[src/common/streamer_pkg.sv]
// Streamer shared definitions
// Widths, channel indices, register map and channel state encoding
package streamer_pkg;

  // Default word and address widths, overridden from the top level
  localparam int unsigned DATA_W = 32;
  localparam int unsigned ADDR_W = 16;

  // Width of length fields and word counters
  localparam int unsigned LEN_W = 12;

  // Load channels X, W and Y
  localparam int unsigned NUM_SOURCES = 3;
  localparam int unsigned X_ID = 0;
  localparam int unsigned W_ID = 1;
  localparam int unsigned Y_ID = 2;

  // Arbiter inputs, the store channel sits after the loads
  localparam int unsigned NUM_PORTS = 4;

  // Response FIFO depth of one load channel
  localparam int unsigned FIFO_DEPTH = 4;

  typedef logic [1:0] chan_id_t;

  // Field order per channel is base, stride, length
  typedef enum logic [3:0] {
    REG_CTRL,
    REG_STATUS,
    REG_X_BASE,
    REG_X_STRIDE,
    REG_X_LEN,
    REG_W_BASE,
    REG_W_STRIDE,
    REG_W_LEN,
    REG_Y_BASE,
    REG_Y_STRIDE,
    REG_Y_LEN,
    REG_Z_BASE,
    REG_Z_STRIDE,
    REG_Z_LEN
  } reg_addr_e;

  typedef enum logic [1:0] {
    IDLE,
    RUN,
    DRAIN
  } chan_state_e;

endpackage

[src/common/mem_port_if.sv]
// Memory port between channels, arbiter and the top level
// Request strobes with a one-cycle read response
`timescale 1ns/1ps

interface mem_port_if #(
  parameter int unsigned DATA_W = 32,
  parameter int unsigned ADDR_W = 16
);

  // Request side, held until req and gnt meet
  logic              req;
  logic              gnt;
  logic [ADDR_W-1:0] addr;
  // High for a read
  logic              wen;
  logic [DATA_W-1:0] wdata;

  // One response per accepted read, one cycle later
  logic              r_valid;
  logic [DATA_W-1:0] r_data;

  modport initiator (
    output req, addr, wen, wdata,
    input  gnt, r_valid, r_data
  );

  modport target (
    input  req, addr, wen, wdata,
    output gnt, r_valid, r_data
  );

endinterface

[src/common/word_stream_if.sv]
// Word stream with valid/ready handshake
`timescale 1ns/1ps

interface word_stream_if #(
  parameter int unsigned DATA_W = 32
);

  // Word moves when valid and ready are both high
  logic              valid;
  logic              ready;
  logic [DATA_W-1:0] data;

  modport source (
    output valid, data,
    input  ready
  );

  modport sink (
    input  valid, data,
    output ready
  );

endinterface

[src/streamer/stream_source.sv]
// Load channel of the streamer
// Issues strided reads and buffers responses into an outgoing word stream
`timescale 1ns/1ps

module stream_source #(
  parameter int unsigned DATA_W     = streamer_pkg::DATA_W,
  parameter int unsigned ADDR_W     = streamer_pkg::ADDR_W,
  parameter int unsigned FIFO_DEPTH = streamer_pkg::FIFO_DEPTH
) (
  input  logic                           clk_i,
  input  logic                           reset_i,
  input  logic                           start_i,
  input  logic [ADDR_W-1:0]              base_i,
  input  logic [ADDR_W-1:0]              stride_i,
  input  logic [streamer_pkg::LEN_W-1:0] len_i,
  output logic                           finished_o,
  mem_port_if.initiator                  mem,
  word_stream_if.source                  stream_o
);
  import streamer_pkg::*;

  localparam int unsigned PTR_W = (FIFO_DEPTH > 1) ? $clog2(FIFO_DEPTH) : 1;
  localparam int unsigned CNT_W = $clog2(FIFO_DEPTH + 1);

  chan_state_e       state_q;
  logic [ADDR_W-1:0] addr_q;
  logic [LEN_W-1:0]  issue_left_q;
  logic [LEN_W-1:0]  out_left_q;
  logic [CNT_W-1:0]  inflight_q;
  logic [CNT_W-1:0]  count_q;
  logic [PTR_W-1:0]  wr_ptr_q;
  logic [PTR_W-1:0]  rd_ptr_q;
  logic [DATA_W-1:0] fifo_q [FIFO_DEPTH];
  logic [CNT_W:0]    credit_used;
  logic              accept;
  logic              push;
  logic              pop;

  function automatic logic [PTR_W-1:0] next_ptr(input logic [PTR_W-1:0] ptr);
    return (ptr == PTR_W'(FIFO_DEPTH - 1)) ? '0 : ptr + 1'b1;
  endfunction

  // Reads in flight plus words held, a slot is reserved per request
  assign credit_used = inflight_q + count_q;

  // RUN always has at least one read left to issue
  assign mem.req   = (state_q == RUN) && (credit_used < FIFO_DEPTH);
  assign mem.addr  = addr_q;
  assign mem.wen   = 1'b1;
  assign mem.wdata = '0;

  assign accept = mem.req && mem.gnt;
  assign push   = mem.r_valid;
  assign pop    = stream_o.valid && stream_o.ready;

  // Stream shows the FIFO head
  assign stream_o.valid = (count_q != '0);
  assign stream_o.data  = fifo_q[rd_ptr_q];

  always_ff @(posedge clk_i) begin
    if (push) begin
      fifo_q[wr_ptr_q] <= mem.r_data;
    end
  end

  // Address walks by stride once per accepted read
  always_ff @(posedge clk_i) begin
    if (start_i) begin
      addr_q <= base_i;
    end else if (accept) begin
      addr_q <= addr_q + stride_i;
    end
  end

  always_ff @(posedge clk_i) begin
    if (reset_i) begin
      state_q      <= IDLE;
      issue_left_q <= '0;
      out_left_q   <= '0;
      inflight_q   <= '0;
      count_q      <= '0;
      wr_ptr_q     <= '0;
      rd_ptr_q     <= '0;
      finished_o   <= 1'b0;
    end else begin
      // A response moves one credit from in flight to the FIFO
      inflight_q <= inflight_q + CNT_W'(accept) - CNT_W'(push);
      count_q    <= count_q + CNT_W'(push) - CNT_W'(pop);
      if (push) begin
        wr_ptr_q <= next_ptr(wr_ptr_q);
      end
      if (pop) begin
        rd_ptr_q   <= next_ptr(rd_ptr_q);
        out_left_q <= out_left_q - 1'b1;
      end
      if (accept) begin
        issue_left_q <= issue_left_q - 1'b1;
      end
      if (start_i) begin
        issue_left_q <= len_i;
        out_left_q   <= len_i;
        // Zero length is done right away
        finished_o   <= (len_i == '0);
        state_q      <= (len_i == '0) ? IDLE : RUN;
      end else begin
        case (state_q)
          // Last read accepted, wait for the FIFO to empty
          RUN: begin
            if (accept && issue_left_q == LEN_W'(1)) begin
              state_q <= DRAIN;
            end
          end
          DRAIN: begin
            if (pop && out_left_q == LEN_W'(1)) begin
              state_q    <= IDLE;
              finished_o <= 1'b1;
            end
          end
          default: state_q <= state_q;
        endcase
      end
    end
  end

endmodule

[src/streamer/stream_sink.sv]
// Store channel of the streamer
// Turns each incoming Z word into one strided write request
`timescale 1ns/1ps

module stream_sink #(
  parameter int unsigned DATA_W = streamer_pkg::DATA_W,
  parameter int unsigned ADDR_W = streamer_pkg::ADDR_W
) (
  input  logic                           clk_i,
  input  logic                           reset_i,
  input  logic                           start_i,
  input  logic [ADDR_W-1:0]              base_i,
  input  logic [ADDR_W-1:0]              stride_i,
  input  logic [streamer_pkg::LEN_W-1:0] len_i,
  output logic                           finished_o,
  mem_port_if.initiator                  mem,
  word_stream_if.sink                    stream_i
);
  import streamer_pkg::*;

  chan_state_e       state_q;
  logic [ADDR_W-1:0] addr_q;
  logic [LEN_W-1:0]  left_q;
  logic              accept;

  // Write request only while a Z word waits
  assign mem.req   = (state_q == RUN) && stream_i.valid;
  assign mem.addr  = addr_q;
  assign mem.wen   = 1'b0;
  assign mem.wdata = stream_i.data;

  // Word is consumed in the grant cycle
  assign accept         = mem.req && mem.gnt;
  assign stream_i.ready = accept;

  always_ff @(posedge clk_i) begin
    if (start_i) begin
      addr_q <= base_i;
    end else if (accept) begin
      addr_q <= addr_q + stride_i;
    end
  end

  always_ff @(posedge clk_i) begin
    if (reset_i) begin
      state_q    <= IDLE;
      left_q     <= '0;
      finished_o <= 1'b0;
    end else if (start_i) begin
      left_q     <= len_i;
      finished_o <= (len_i == '0);
      state_q    <= (len_i == '0) ? IDLE : RUN;
    end else if (accept) begin
      left_q <= left_q - 1'b1;
      // Last write granted
      if (left_q == LEN_W'(1)) begin
        state_q    <= IDLE;
        finished_o <= 1'b1;
      end
    end
  end

endmodule

[src/streamer/ldst_arbiter.sv]
// Load/store arbiter of the streamer
// Round-robin over four channels onto one memory port, read responses routed back
`timescale 1ns/1ps

module ldst_arbiter #(
  parameter int unsigned DATA_W = streamer_pkg::DATA_W,
  parameter int unsigned ADDR_W = streamer_pkg::ADDR_W
) (
  input  logic          clk_i,
  input  logic          reset_i,
  mem_port_if.target    chan [streamer_pkg::NUM_PORTS],
  mem_port_if.initiator mem
);
  import streamer_pkg::*;

  logic [NUM_PORTS-1:0] req_vec;
  logic [NUM_PORTS-1:0] wen_vec;
  logic [ADDR_W-1:0]    addr_arr [NUM_PORTS];
  logic [DATA_W-1:0]    wdata_arr [NUM_PORTS];
  chan_id_t             rr_q;
  chan_id_t             sel;
  chan_id_t             pend_id_q;
  logic                 found;
  logic                 accept;
  logic                 pend_q;

  for (genvar i = 0; i < NUM_PORTS; i++) begin : g_port
    assign req_vec[i]   = chan[i].req;
    assign wen_vec[i]   = chan[i].wen;
    assign addr_arr[i]  = chan[i].addr;
    assign wdata_arr[i] = chan[i].wdata;
    // Grant only reaches the selected channel
    assign chan[i].gnt    = mem.gnt && found && (sel == chan_id_t'(i));
    assign chan[i].r_data = mem.r_data;
    if (i < NUM_SOURCES) begin : g_load
      assign chan[i].r_valid = mem.r_valid && pend_q && (pend_id_q == chan_id_t'(i));
    end else begin : g_store
      // Writes have no response
      assign chan[i].r_valid = 1'b0;
    end
  end

  // First requester at or after the pointer
  always_comb begin
    chan_id_t idx;
    sel   = rr_q;
    found = 1'b0;
    for (int k = 0; k < NUM_PORTS; k++) begin
      idx = chan_id_t'(rr_q + k);
      if (!found && req_vec[idx]) begin
        sel   = idx;
        found = 1'b1;
      end
    end
  end

  assign mem.req   = found;
  assign mem.addr  = addr_arr[sel];
  assign mem.wen   = wen_vec[sel];
  assign mem.wdata = wdata_arr[sel];
  assign accept    = found && mem.gnt;

  always_ff @(posedge clk_i) begin
    if (reset_i) begin
      rr_q      <= '0;
      pend_q    <= 1'b0;
      pend_id_q <= '0;
    end else begin
      // Response arrives the cycle after a read is accepted
      pend_q <= accept && mem.wen;
      if (accept) begin
        pend_id_q <= sel;
        rr_q      <= sel + 1'b1;
      end else if (found) begin
        // Pointer parks on a waiting request so the port stays stable
        rr_q <= sel;
      end
    end
  end

endmodule

[src/hw/streamer_regs.sv]
// Streamer configuration and status registers
// Per-channel base, stride and length, start pulse and busy/done tracking
`timescale 1ns/1ps

module streamer_regs #(
  parameter int unsigned DATA_W = streamer_pkg::DATA_W,
  parameter int unsigned ADDR_W = streamer_pkg::ADDR_W
) (
  input  logic                               clk_i,
  input  logic                               reset_i,
  input  logic                               cfg_we_i,
  input  streamer_pkg::reg_addr_e            cfg_addr_i,
  input  logic [DATA_W-1:0]                  cfg_wdata_i,
  input  logic [streamer_pkg::NUM_PORTS-1:0] chan_finished_i,
  output logic [DATA_W-1:0]                  cfg_rdata_o,
  output logic [streamer_pkg::NUM_PORTS-1:0] start_o,
  output logic [ADDR_W-1:0]                  base_o [streamer_pkg::NUM_PORTS],
  output logic [ADDR_W-1:0]                  stride_o [streamer_pkg::NUM_PORTS],
  output logic [streamer_pkg::LEN_W-1:0]     len_o [streamer_pkg::NUM_PORTS],
  output logic                               busy_o,
  output logic                               done_o
);
  import streamer_pkg::*;

  chan_state_e job_q;
  logic        start_q;
  logic        ctrl_wr;

  // Register address of field fld of channel chan
  function automatic reg_addr_e field_addr(input int chan, input int fld);
    return reg_addr_e'(int'(REG_X_BASE) + 3 * chan + fld);
  endfunction

  // Start accepted only while idle and no pulse pending
  assign ctrl_wr = cfg_we_i && (cfg_addr_i == REG_CTRL) && cfg_wdata_i[0] &&
                   (job_q == IDLE) && !start_q;

  assign start_o = {NUM_PORTS{start_q}};
  assign busy_o  = (job_q != IDLE);

  always_ff @(posedge clk_i) begin
    if (reset_i) begin
      for (int c = 0; c < NUM_PORTS; c++) begin
        base_o[c]   <= '0;
        stride_o[c] <= '0;
        len_o[c]    <= '0;
      end
    end else if (cfg_we_i) begin
      for (int c = 0; c < NUM_PORTS; c++) begin
        if (cfg_addr_i == field_addr(c, 0)) begin
          base_o[c] <= cfg_wdata_i[ADDR_W-1:0];
        end
        if (cfg_addr_i == field_addr(c, 1)) begin
          stride_o[c] <= cfg_wdata_i[ADDR_W-1:0];
        end
        if (cfg_addr_i == field_addr(c, 2)) begin
          len_o[c] <= cfg_wdata_i[LEN_W-1:0];
        end
      end
    end
  end

  // Job runs from the start pulse until every channel is finished
  always_ff @(posedge clk_i) begin
    if (reset_i) begin
      job_q   <= IDLE;
      start_q <= 1'b0;
      done_o  <= 1'b0;
    end else begin
      start_q <= ctrl_wr;
      if (start_q) begin
        job_q  <= RUN;
        done_o <= 1'b0;
      end else if (job_q == RUN && (&chan_finished_i)) begin
        job_q  <= IDLE;
        done_o <= 1'b1;
      end
    end
  end

  // Readback, control reads as zero
  always_comb begin
    cfg_rdata_o = '0;
    if (cfg_addr_i == REG_STATUS) begin
      cfg_rdata_o = DATA_W'({done_o, busy_o});
    end
    for (int c = 0; c < NUM_PORTS; c++) begin
      if (cfg_addr_i == field_addr(c, 0)) begin
        cfg_rdata_o = DATA_W'(base_o[c]);
      end
      if (cfg_addr_i == field_addr(c, 1)) begin
        cfg_rdata_o = DATA_W'(stride_o[c]);
      end
      if (cfg_addr_i == field_addr(c, 2)) begin
        cfg_rdata_o = DATA_W'(len_o[c]);
      end
    end
  end

endmodule

[src/hw/streamer_top.sv]
// Streamer top level
// Registers, three load channels, one store channel and the memory arbiter
`timescale 1ns/1ps

module streamer_top #(
  parameter int unsigned DATA_W     = streamer_pkg::DATA_W,
  parameter int unsigned ADDR_W     = streamer_pkg::ADDR_W,
  parameter int unsigned FIFO_DEPTH = streamer_pkg::FIFO_DEPTH
) (
  input  logic                    clk_i,
  input  logic                    reset_i,
  // Shared memory port
  output logic                    mem_req_o,
  input  logic                    mem_gnt_i,
  output logic [ADDR_W-1:0]       mem_addr_o,
  output logic                    mem_wen_o,
  output logic [DATA_W-1:0]       mem_wdata_o,
  input  logic                    mem_rvalid_i,
  input  logic [DATA_W-1:0]       mem_rdata_i,
  // Operand streams
  output logic                    x_valid_o,
  input  logic                    x_ready_i,
  output logic [DATA_W-1:0]       x_data_o,
  output logic                    w_valid_o,
  input  logic                    w_ready_i,
  output logic [DATA_W-1:0]       w_data_o,
  output logic                    y_valid_o,
  input  logic                    y_ready_i,
  output logic [DATA_W-1:0]       y_data_o,
  // Result stream
  input  logic                    z_valid_i,
  output logic                    z_ready_o,
  input  logic [DATA_W-1:0]       z_data_i,
  // Configuration port
  input  logic                    cfg_we_i,
  input  streamer_pkg::reg_addr_e cfg_addr_i,
  input  logic [DATA_W-1:0]       cfg_wdata_i,
  output logic [DATA_W-1:0]       cfg_rdata_o,
  output logic                    busy_o,
  output logic                    done_o
);
  import streamer_pkg::*;

  logic [NUM_PORTS-1:0] start;
  logic [NUM_PORTS-1:0] finished;
  logic [ADDR_W-1:0]    base [NUM_PORTS];
  logic [ADDR_W-1:0]    stride [NUM_PORTS];
  logic [LEN_W-1:0]     len [NUM_PORTS];

  word_stream_if #(.DATA_W(DATA_W)) load_stream [NUM_SOURCES] ();
  word_stream_if #(.DATA_W(DATA_W)) z_stream ();
  mem_port_if #(.DATA_W(DATA_W), .ADDR_W(ADDR_W)) chan_port [NUM_PORTS] ();
  mem_port_if #(.DATA_W(DATA_W), .ADDR_W(ADDR_W)) mem_port ();

  // Memory port onto plain ports
  assign mem_req_o        = mem_port.req;
  assign mem_addr_o       = mem_port.addr;
  assign mem_wen_o        = mem_port.wen;
  assign mem_wdata_o      = mem_port.wdata;
  assign mem_port.gnt     = mem_gnt_i;
  assign mem_port.r_valid = mem_rvalid_i;
  assign mem_port.r_data  = mem_rdata_i;

  // Load streams by channel index
  assign x_valid_o               = load_stream[X_ID].valid;
  assign x_data_o                = load_stream[X_ID].data;
  assign load_stream[X_ID].ready = x_ready_i;
  assign w_valid_o               = load_stream[W_ID].valid;
  assign w_data_o                = load_stream[W_ID].data;
  assign load_stream[W_ID].ready = w_ready_i;
  assign y_valid_o               = load_stream[Y_ID].valid;
  assign y_data_o                = load_stream[Y_ID].data;
  assign load_stream[Y_ID].ready = y_ready_i;

  assign z_stream.valid = z_valid_i;
  assign z_stream.data  = z_data_i;
  assign z_ready_o      = z_stream.ready;

  streamer_regs #(.DATA_W(DATA_W), .ADDR_W(ADDR_W)) streamer_regs_inst (
    .clk_i           (clk_i),
    .reset_i         (reset_i),
    .cfg_we_i        (cfg_we_i),
    .cfg_addr_i      (cfg_addr_i),
    .cfg_wdata_i     (cfg_wdata_i),
    .chan_finished_i (finished),
    .cfg_rdata_o     (cfg_rdata_o),
    .start_o         (start),
    .base_o          (base),
    .stride_o        (stride),
    .len_o           (len),
    .busy_o          (busy_o),
    .done_o          (done_o)
  );

  for (genvar i = 0; i < NUM_SOURCES; i++) begin : g_source
    stream_source #(
      .DATA_W     (DATA_W),
      .ADDR_W     (ADDR_W),
      .FIFO_DEPTH (FIFO_DEPTH)
    ) stream_source_inst (
      .clk_i      (clk_i),
      .reset_i    (reset_i),
      .start_i    (start[i]),
      .base_i     (base[i]),
      .stride_i   (stride[i]),
      .len_i      (len[i]),
      .finished_o (finished[i]),
      .mem        (chan_port[i]),
      .stream_o   (load_stream[i])
    );
  end

  // Store channel takes the port after the loads
  stream_sink #(.DATA_W(DATA_W), .ADDR_W(ADDR_W)) stream_sink_inst (
    .clk_i      (clk_i),
    .reset_i    (reset_i),
    .start_i    (start[NUM_SOURCES]),
    .base_i     (base[NUM_SOURCES]),
    .stride_i   (stride[NUM_SOURCES]),
    .len_i      (len[NUM_SOURCES]),
    .finished_o (finished[NUM_SOURCES]),
    .mem        (chan_port[NUM_SOURCES]),
    .stream_i   (z_stream)
  );

  ldst_arbiter #(.DATA_W(DATA_W), .ADDR_W(ADDR_W)) ldst_arbiter_inst (
    .clk_i   (clk_i),
    .reset_i (reset_i),
    .chan    (chan_port),
    .mem     (mem_port)
  );

endmodule

[config.mk]
export PLATFORM = sky130hd
export DESIGN_NAME = streamer_top
export DESIGN_NICKNAME = d
export VERILOG_FILES = /design/src/common/streamer_pkg.sv /design/src/common/mem_port_if.sv /design/src/common/word_stream_if.sv /design/src/streamer/stream_source.sv /design/src/streamer/stream_sink.sv /design/src/streamer/ldst_arbiter.sv /design/src/hw/streamer_regs.sv /design/src/hw/streamer_top.sv
export SDC_FILE = /design/constraint.sdc
export NUM_CORES = 1
export LEC_CHECK = 0
export BUFFER_PORTS_ARGS = -buffer_cell sky130_fd_sc_hd__buf_2
export CORE_MARGIN = 2
export CORE_UTILIZATION = 35
export DETAILED_ROUTE_END_ITERATION = 6
export GPL_TIMING_DRIVEN = 1
export HOLD_SLACK_MARGIN = 0.15
export MAX_ROUTING_LAYER = met4
export PLACE_DENSITY = 0.57
export SYNTH_ARGS = -nofsm -noshare
export SYNTH_HDL_FRONTEND = slang
export SYNTH_HIERARCHICAL = 1
export SYNTH_SLANG_ARGS = --single-unit
[constraint.sdc]
create_clock -name clk_i -period 5.9 [get_ports clk_i]
set_input_delay 0 -clock clk_i [delete_from_list [all_inputs] [get_ports clk_i]]
set_output_delay 0 -clock clk_i [all_outputs]
set_load 0.01 [all_outputs]
* After elaboration in Yosys (flattened, before gate mapping) *
Memories as Yosys holds them, arrays and structs flattened. A register that Yosys moved wholly into a read port is not among the register bits.
Cells that the tools add are included.
Widths: inputs -> output; s select.

operators by class
  $add $sub $neg = 36
  $lt $le $gt $ge = 9
  equality and inequality tests = 44
  muxes and demuxes = 111
  bitwise operators = 1
  reductions and logical operators = 90

operators by type and width
  kind                   number
  $mux 16                22
  $mux 12                14
  $eq 12x1->1 const B    7
  $sub 12x1->12 const B  7
  $add 16x16->16         4
  $bmux 32 s2            1
  $mux 32                2
  $mux 2                 30
  $logic_not 12->1       4
  $logic_and 1x1->1      35
  $mux 1                 33
  $bmux 16 s2            1
  $reduce_and 2->1       16
  $reduce_bool 2->1      16
  $eq 2x2->1 const B     12
  $eq 4x4->1 const B     6
  $add 3x1->3            6
  $reduce_bool 3->1      6
  $sub 3x1->3            6
  $add 2x1->2 const B    8
  $eq 4x3->1 const B     4
  $lt 2x3->1 const B     5
  $add 3x3->4            3
  $eq 2x1->1 const B     6
  16 further kinds       37

storage, ports and cells
  flip-flop bits (word level) = 374
  RAM bits = 384
  input port bits = 109
  output and inout bits = 184
  logic and storage cells = 343
  memories = 3

memory list
  name                                   words  width  rd ports  clocked after memory_dff  wr ports  RTL line             source
  g_source[0].stream_source_inst.fifo_q  4      32     1         1                         1         stream_source.sv:33  logic [DATA_W-1:0] fifo_q [FIFO_DEPTH];
  g_source[1].stream_source_inst.fifo_q  4      32     1         1                         1         stream_source.sv:33
  g_source[2].stream_source_inst.fifo_q  4      32     1         1                         1         stream_source.sv:33

* Depth between registers and ports, before layout *
Gate-level depths: netlist of the first run.

  word-level depth = 22
  mapped depth = 22
  depth with buffers taken out = 18

* By module *
The synthesis of the first run kept the hierarchy.

modules (own cells, without submodules)
  module                                          instances  cells an instance  area each (µm²)  seq. area each (µm²)
  stream_source (g_source[0].stream_source_inst)  1          599                8,383.0          5,104.9
  stream_source (g_source[1].stream_source_inst)  1          577                8,369.3          5,104.9
  streamer_regs                                   1          1,110              8,323.0          3,583.4
  stream_source (g_source[2].stream_source_inst)  1          575                8,287.9          5,104.9
  ldst_arbiter                                    1          405                2,831.5          100.1
  stream_sink                                     1          278                2,402.3          760.7

* Worst setup path after synthesis of the first run *
Ideal clock, no wire load.

  path kind = register to register
  start point = register g_source[0].stream_source_inst.count_q[2]
  end point = register g_source[0].stream_source_inst.inflight_q[2]
  library setup time = 0.127 ns
  arrival = 3.833 ns
  required time = 5.773 ns
  slack = 1.940 ns
  cell stages (with the launch flop) = 22
  buffers on the path = 4
  period minus slack after synthesis = 3.960 ns
  cells stage by stage = dfxtp_1 > ha_1 > nor3_1 > and3_1 > nor2_1 > a211oi_1 > or3_1 > buf_4 > clkbuf_1 > ha_1 > and3_1 > and4_1 > clkbuf_1 > buf_2 > inv_1 > ha_1 > inv_1 > ha_1 > inv_1 > fa_1 > xnor2_1 > nor2_1

on the way
  cells in the longest elaborated chain, start to end = 20
  elaborated cells on any way between the ends = 30
  classes of those cells = add/sub: 3; order compare: 1; mux: 15; reduce/logical: 11

ends and longest elaborated chain
  what                                                  RTL line             source
  start, declared                                       stream_source.sv:30  logic [CNT_W-1:0] count_q;
  start signal, assigned                                stream_source.sv:88  count_q <= count_q + CNT_W'(push) - CNT_W'(pop);
  $add 3x3->4 (*)                                       stream_source.sv:44  assign credit_used = inflight_q + count_q;
  $lt 4x3->1 (*)                                        stream_source.sv:47  assign mem.req = (state_q == RUN) && (credit_used < FIFO_DEPTH);
  $logic_and 1x1->1 (*)                                 stream_source.sv:47
  named net chan_port[0].req                            mem_port_if.sv:11    logic req;
  $bmux 1 s2                                            ldst_arbiter.sv:50   if (!found && req_vec[idx]) begin
  $mux 1 (not written as such)                          ldst_arbiter.sv:50
  $mux 1                                                ldst_arbiter.sv:50
  $logic_not 1->1                                       ldst_arbiter.sv:50
  [... 6 more ...]                                      --
  $logic_and 1x1->1                                     ldst_arbiter.sv:50
  $mux 2 or $mux 1 (tied branches)                      ldst_arbiter.sv:50
  $logic_not 2->1 or $logic_and 1x1->1 (tied branches)  ldst_arbiter.sv:33   assign chan[i].gnt = mem.gnt && found && (sel == chan_id_t'(i));
  $logic_and 1x1->1 (*)                                 ldst_arbiter.sv:33
  named net chan_port[0].gnt                            mem_port_if.sv:12    logic gnt;
  $logic_and 1x1->1 (*)                                 stream_source.sv:52  assign accept = mem.req && mem.gnt;
  $add 3x1->3 (*)                                       stream_source.sv:87  inflight_q <= inflight_q + CNT_W'(accept) - CNT_W'(push);
  $sub 3x1->3 (*)                                       stream_source.sv:87
  end signal, assigned                                  stream_source.sv:87
  end, declared                                         stream_source.sv:29  logic [CNT_W-1:0] inflight_q;

Mark *: on every way through the listed nets, which the timed path passes. The rest lies on a longest branch. The select of a mux whose other input is x is not followed.
A chain may end at the register's enable or synchronous reset.

* Final worst setup path of the first run *
Same ends and word-level chain as after synthesis.

==> metrics.csv, run 1 <==
stage,metric,value,unit
setup_path,critPathLaunchType,flip-flop,
grt,grt_start_max_net_pins,180,
sta,slew_violations,0,
clocking,numCtsBuffers,81,
drt,routedWlPerCell,21.8,um
setup_path,end_kind,flip-flop,
drt,drc,0,
clocking,cts_root_buf,clkbuf_16,
grt,grt_pass1_wl,162,mm
drt,viasPerCell,5.26,
clocking,postCtsResizedCells,0,
place,dp_slack,1.50,ns
synthesis,synthCells,3510,
finish,utilization,39.1,%
setup_path,required,6.41,ns
power_and_ir_drop,net-switching-power,3.61,mW
floorplan,ios,293,
sta,setup_viol,0,
synthesis,ys_warn_count,6,
clocking,clock_latency,0.66,ns
setup_path,path_class,reg -> reg,
clocking,postCtsSetupBuffers,0,
run,cap_viol_max_count,0,
outcome,status,completed,
sta,fmax,0.227,GHz
synthesis,syn_avg_cell_area,10.9,um^2
finish,nNetsFinal,3840,
floorplan,fp.coreArea,109000,um^2
finish,final_common_cell,nand2_1,
sta,min_period,4.41,ns
floorplan,die_h,335,um
power_and_ir_drop,leakage,15.5,nW
floorplan,die_area,112000,um^2
synthesis,synth_area,38300,um^2
finish,area_growth,10.9,%
sta,rsz0062_at_grt,false,
grt,grt_pass1_vias,25263,
place,io_buffer_count,260,
floorplan,die_x,335,um
finish,n_antenna_cell,0,
sta,clock_skew,0.0302,ns
power_and_ir_drop,combinationalPowerShare,16.7,%
finish,layout-drive-gt1-share,15.9,%
place,gp_congestion,0.949,
hold_path,hold_class,in -> reg,
sta,relSlewSlack,22.2,%
power_and_ir_drop,power_density,314,nW/um^2
place,dp_hpwl,75.8,mm
finish,layout_common_cells,"539 x nand2_1, 448 x edfxtp_1, 341 x a21oi_1",
power_and_ir_drop,seq_power_share,45.0,%
place,dp.cells,4883,
sta,setup_slack,1.49,ns
floorplan,initial_utilization,35.3,%
finish,design_area,42500,um^2
power_and_ir_drop,intPower,9.73,mW
clocking,cts_buffer_depth,3,
sta,fin_tns_setup,0,ns
clocking,clkSinkCount,763,
grt,antenna_found_initial,0,
drt,drtAntennaViolNets,0,
power_and_ir_drop,peakVddDrop,194,uV
sta,hold_viol,0,
setup_path,arrival,4.92,ns
grt,grtUsageTotal,19.7,%
clocking,htree_levels,3,
clocking,clkTransAtPathRegs,0.07,ns
drt,num_vias,26751,
drt,drt_iter0_markers,2413,
sta,worstMarginPinSlew,1.17,ns
clocking,cts_tree,built,
power_and_ir_drop,power_frac_clock,38.3,%
sta,period_share,74.7,%
drt,drt-pass1-iter-count,6,
finish,fill_cells,10581,
setup_path,crit_path_max_fanout,30,
drt,routed_wl,111,mm
grt,grt-ovfl-total,0,
floorplan,rows,121,
place,postPlaceCellArea,39300,um^2
power_and_ir_drop,switching_share,27.0,%
finish,fin_cells,5089,
==> per-layer routing <==
metal  part of all wire [%]  vias up  track usage, %  wire length (um)
met1                     42    13002            24.7             46200
met3                    6.6      206            3.16              7320
met2                     47      932            31.7             52400
li1                       -    12611               -                 -
met4                    4.4        0            8.28              4880
met5                      0        -               -                 0
==> power by group through the flow <==
stage	Clock, mW	Combinational, mW	Sequential, mW
after global routing	5.40	2.46	6.03
after CTS	5.20	2.27	6.00
after detailed placement	0	2.22	6.12
final	5.10	2.23	6.00
after global placement	0	2.22	6.11
after floorplan	0	1.68	6.07
==> registers in the layout, indices dropped and copies added (netlist names), 2 cells and up, named ones only <==
register                                  count
streamer_regs_inst/stride_o                  64
g_source.stream_source_inst/finished_o        3
streamer_regs_inst/base_o                    64
stream_sink_inst/left_q                      12
g_source.stream_source_inst/fifo_q          384
g_source.stream_source_inst/state_q           6
ldst_arbiter_inst/rr_q                        2
g_source.stream_source_inst/mem.addr         48
g_source.stream_source_inst/issue_left_q     36
g_source.stream_source_inst/rd_ptr_q          6
ldst_arbiter_inst/pend_id_q                   2
g_source.stream_source_inst/inflight_q        9
streamer_regs_inst/len_o                     48
g_source.stream_source_inst/count_q           9
stream_sink_inst/mem.addr                    16
g_source.stream_source_inst/out_left_q       36
g_source.stream_source_inst/wr_ptr_q          6
==> worst paths after layout <==
kind	from	endpoint	slack (ns)	cells after the start
setup / recovery	g_source[0].stream_source_inst/count_q[2]$_SDFF_PP0_	g_source[0].stream_source_inst/inflight_q[2]$_SDFF_PP0_	1.49	17
setup reg to reg	g_source[0].stream_source_inst/count_q[2]$_SDFF_PP0_	g_source[0].stream_source_inst/inflight_q[2]$_SDFF_PP0_	1.49	17
hold / removal	mem_gnt_i	ldst_arbiter_inst/pend_id_q[0]$_SDFFE_PP0P_	0.27	4
hold reg to reg	streamer_regs_inst/base_o[21]$_SDFFE_PP0P_	streamer_regs_inst/base_o[21]$_SDFFE_PP0P_	0.47	2
==> worst max-delay path: stages (launching register included) <==
cell and delay (ns):
dfxtp_1 0.43, ha_1 0.27, nor3_1 0.20, and3_1 0.31, nor2_1 0.08, a211oi_1 0.31, or3_4 0.50, ha_1 0.23
and3_1 0.17, and4_1 0.55, inv_1 0.10, ha_1 0.29, inv_1 0.06, ha_1 0.13, inv_1 0.05, fa_1 0.37
xnor2_1 0.16, nor2_1 0.05
==> layout make-up <==
| class | instances | area, um^2 | area share (%) |
|---|---|---|---|
| clock buffers | 113 | 2240 | 5.27 |
| clock inverters | 35 | 392 | 0.921 |
| inverters | 87 | 328 | 0.771 |
| multi-input cells | 2324 | 15900 | 37.3 |
| flip-flops and latches | 763 | 19800 | 46.5 |
| well taps | 1414 | 1770 | 4.16 |
| repair buffers | 353 | 2180 | 5.12 |
==> stage by stage <==
stage	hold WS [ns]	power (mW)
floorplan	0.0691	7.76
global placement	0.392	8.33
detailed placement	0.396	8.34
CTS	0.256	13.5
global route	0.288	13.9
finish	0.275	13.3
==> repair_timing <==
| action | in CTS | in global routing |
|---|---|---|
| endpoints found under the setup margin | 0 | 0 |
| hold endpoints to repair | 639 | 0 |
| hold buffers | 58 | 0 |
No activity file was read; power rests on OpenSTA's default activity.
==> run 2: changes to the inputs <==
ABC_AREA = 1   (was not set)
PLACE_DENSITY = 0.59   (was 0.57)
clock period = 3.7 ns   (was 5.9 ns; I/O delays follow)
==> run 2 against run 1 <==
  * Clock-buffer cell count down 4
  * Maximum frequency up 26%
  * First-iteration DRC count up 26%
  * Synthesized cell count up 44%
  * Sequential share of layout area down 3.5 points
  * Routed wire length up 11%
  * Clock skew up 0.0085 ns
  * Largest cell class unchanged
  * Largest power group unchanged
==> metrics.csv, run 2 <==
stage,metric,value,unit
drt,drtAntennaViolNets,0,
place,io_buffer_count,260,
grt,grt_start_max_net_pins,74,
floorplan,rows,125,
drt,routed_wl,123,mm
drt,drt_iter0_markers,3039,
sta,worstMarginPinSlew,0.988,ns
clocking,clkTransAtPathRegs,0.06,ns
setup_path,critPathBufInv,5,
clocking,htree_levels,3,
synthesis,synthCells,5052,
floorplan,fp.coreArea,116000,um^2
floorplan,die_area,119000,um^2
clocking,clkSinkCount,763,
sta,period_share,94.8,%
setup_path,cp_slowest_cell,fa_1,
power_and_ir_drop,total_power,27.0,mW
place,gp_congestion,0.919,
drt,drc,0,
setup_path,path_class,reg -> reg,
finish,nNetsFinal,5431,
synthesis,syn_avg_cell_area,8.07,um^2
sta,setup_viol,0,
grt,grt_pass1_vias,31550,
run,cap_viol_max_count,0,
grt,antenna_found_initial,3,
finish,top_register,g_source.stream_source_inst/fifo_q,
power_and_ir_drop,power_density,587,nW/um^2
setup_path,crit_path_max_fanout,5,
setup_path,critPathLaunchType,flip-flop,
clocking,cts_root_buf,clkbuf_16,
setup_path,required,4.24,ns
sta,relSlewSlack,34.1,%
finish,reg_top3,"g_source.stream_source_inst/fifo_q (384), streamer_regs_inst/base_o (64), streamer_regs_inst/stride_o (64)",
grt,grtUsageTotal,20.5,%
finish,largest_register_ffs,384,
setup_path,cp_top_family,adder cells,
drt,viasPerCell,4.99,
setup_path,arrival,4.04,ns
place,dp_hpwl,83.3,mm
sta,min_period,3.51,ns
grt,grt_pass1_wl,186,mm
outcome,status,completed,
clocking,cts_tree,built,
setup_path,end_kind,flip-flop,
drt,num_vias,33902,
grt,grt-ovfl-total,0,
sta,clock_skew,0.0387,ns
synthesis,synth_area,40800,um^2
clocking,cts_buffer_depth,3,
synthesis,ys_warn_count,6,
sta,fmax,0.285,GHz
setup_path,crit_path_max_incr_delay,0.40,ns
hold_path,hold_class,in -> reg,
drt,routedWlPerCell,18.1,um
drt,drt-pass1-iter-count,6,
clocking,clock_latency,0.68,ns
clocking,numCtsBuffers,87,
floorplan,initial_utilization,35.2,%
floorplan,ios,293,
sta,rsz0062_at_grt,true,
finish,area_growth,12.9,%
finish,layout-drive-gt1-share,11.8,%
sta,slew_violations,0,
floorplan,die_x,345,um
setup_path,path_common_cell,ha_1,
finish,final_common_cell,nand2_1,
power_and_ir_drop,peakVddDrop,393,uV
sta,hold_viol,0,
finish,utilization,39.7,%
finish,layout_common_cells,"1,185 x nand2_1, 566 x nor2_1, 474 x inv_1",
floorplan,die_h,345,um
setup_path,path_cells,ha_1 -> nor2_1 -> nand2_1 -> nor2_4 -> nand2_1 -> nand2_2 -> nand2_1 -> o21ai_4 -> nand4_4 -> buf_4 -> nand2_8 -> ha_1 -> inv_1 -> nor2_2 -> buf_6 -> nand2_4 -> ha_1 -> inv_1 -> ha_1 -> inv_1 -> fa_1 -> o21ai_1 -> a21oi_1,
power_and_ir_drop,leakage,19.1,nW
[run 2: stage by stage]
stage	cell area (um^2)	std cells	worst slack [ns]	TNS [ns]	hold WS [ns]
after detailed placement	42100	6551	-0.0209	-0.0209	0.366
after CTS	45800	6782	0.0145	0	0.198
after global routing	46000	6795	-0.0200	-0.0260	0.204
after global placement	42100	6551	-0.0462	-0.337	0.364
final	46000	6795	0.193	0	0.232
after floorplan	41200	5160	0.0986	0	0.0691
[run 2: cell type report]
cell class                      instances  area (um^2)
Fill cell                           11724        69900
Sequential cell                       763        19800
Multi-Input combinational cell       3421        16700
Timing Repair Buffer                  418         2840
Clock buffer                          109         2380
Inverter                              510         1930
Tap cell                             1524         1910
Clock inverter                         47          447
Antenna cell                            3         7.51
[run 2: final timing paths]
check	from	endpoint	slack, ns	cells after the start
worst max-delay path	g_source[0].stream_source_inst/inflight_q[2]$_SDFF_PP0_	g_source[2].stream_source_inst/inflight_q[2]$_SDFF_PP0_	0.19	23
worst min-delay path	mem_rdata_i[7]	g_source[2].stream_source_inst/fifo_q[2][7]$_DFFE_PP_	0.23	2
worst min register to register	streamer_regs_inst/base_o[17]$_SDFFE_PP0P_	streamer_regs_inst/base_o[17]$_SDFFE_PP0P_	0.47	2
worst max register to register	g_source[0].stream_source_inst/inflight_q[2]$_SDFF_PP0_	g_source[2].stream_source_inst/inflight_q[2]$_SDFF_PP0_	0.19	23
[run 2: what timing repair did]
action                                  in CTS  in global routing
setup buffers                                2                  9
cloned                                       3                  1
endpoints found under the setup margin      33                 22
pin swaps                                    1                 13
resized for setup                            9                 28
endpoints found under the hold margin      697                  0
hold buffers                                70                  0
[run 2: metal layers]
metal / GRT usage (%) / part of all wire, % / vias to the layer above
li1: - / - / 16634
met1: 26.5 / 43 / 15927
met2: 33.0 / 47 / 1162
met3: 3.29 / 6.9 / 179
met4: 6.04 / 2.8 / 0
met5: - / 0 / -
[run 2: power by group]
| part | internal (mW) | switching [mW] | leakage, nW |
|---|---|---|---|
| clock | 4.88 | 3.69 | 1.39 |
| sequential | 9.33 | 0.273 | 6.58 |
| combinational | 3.04 | 5.82 | 11.1 |
| total | 17.2 | 9.79 | 19.1 |
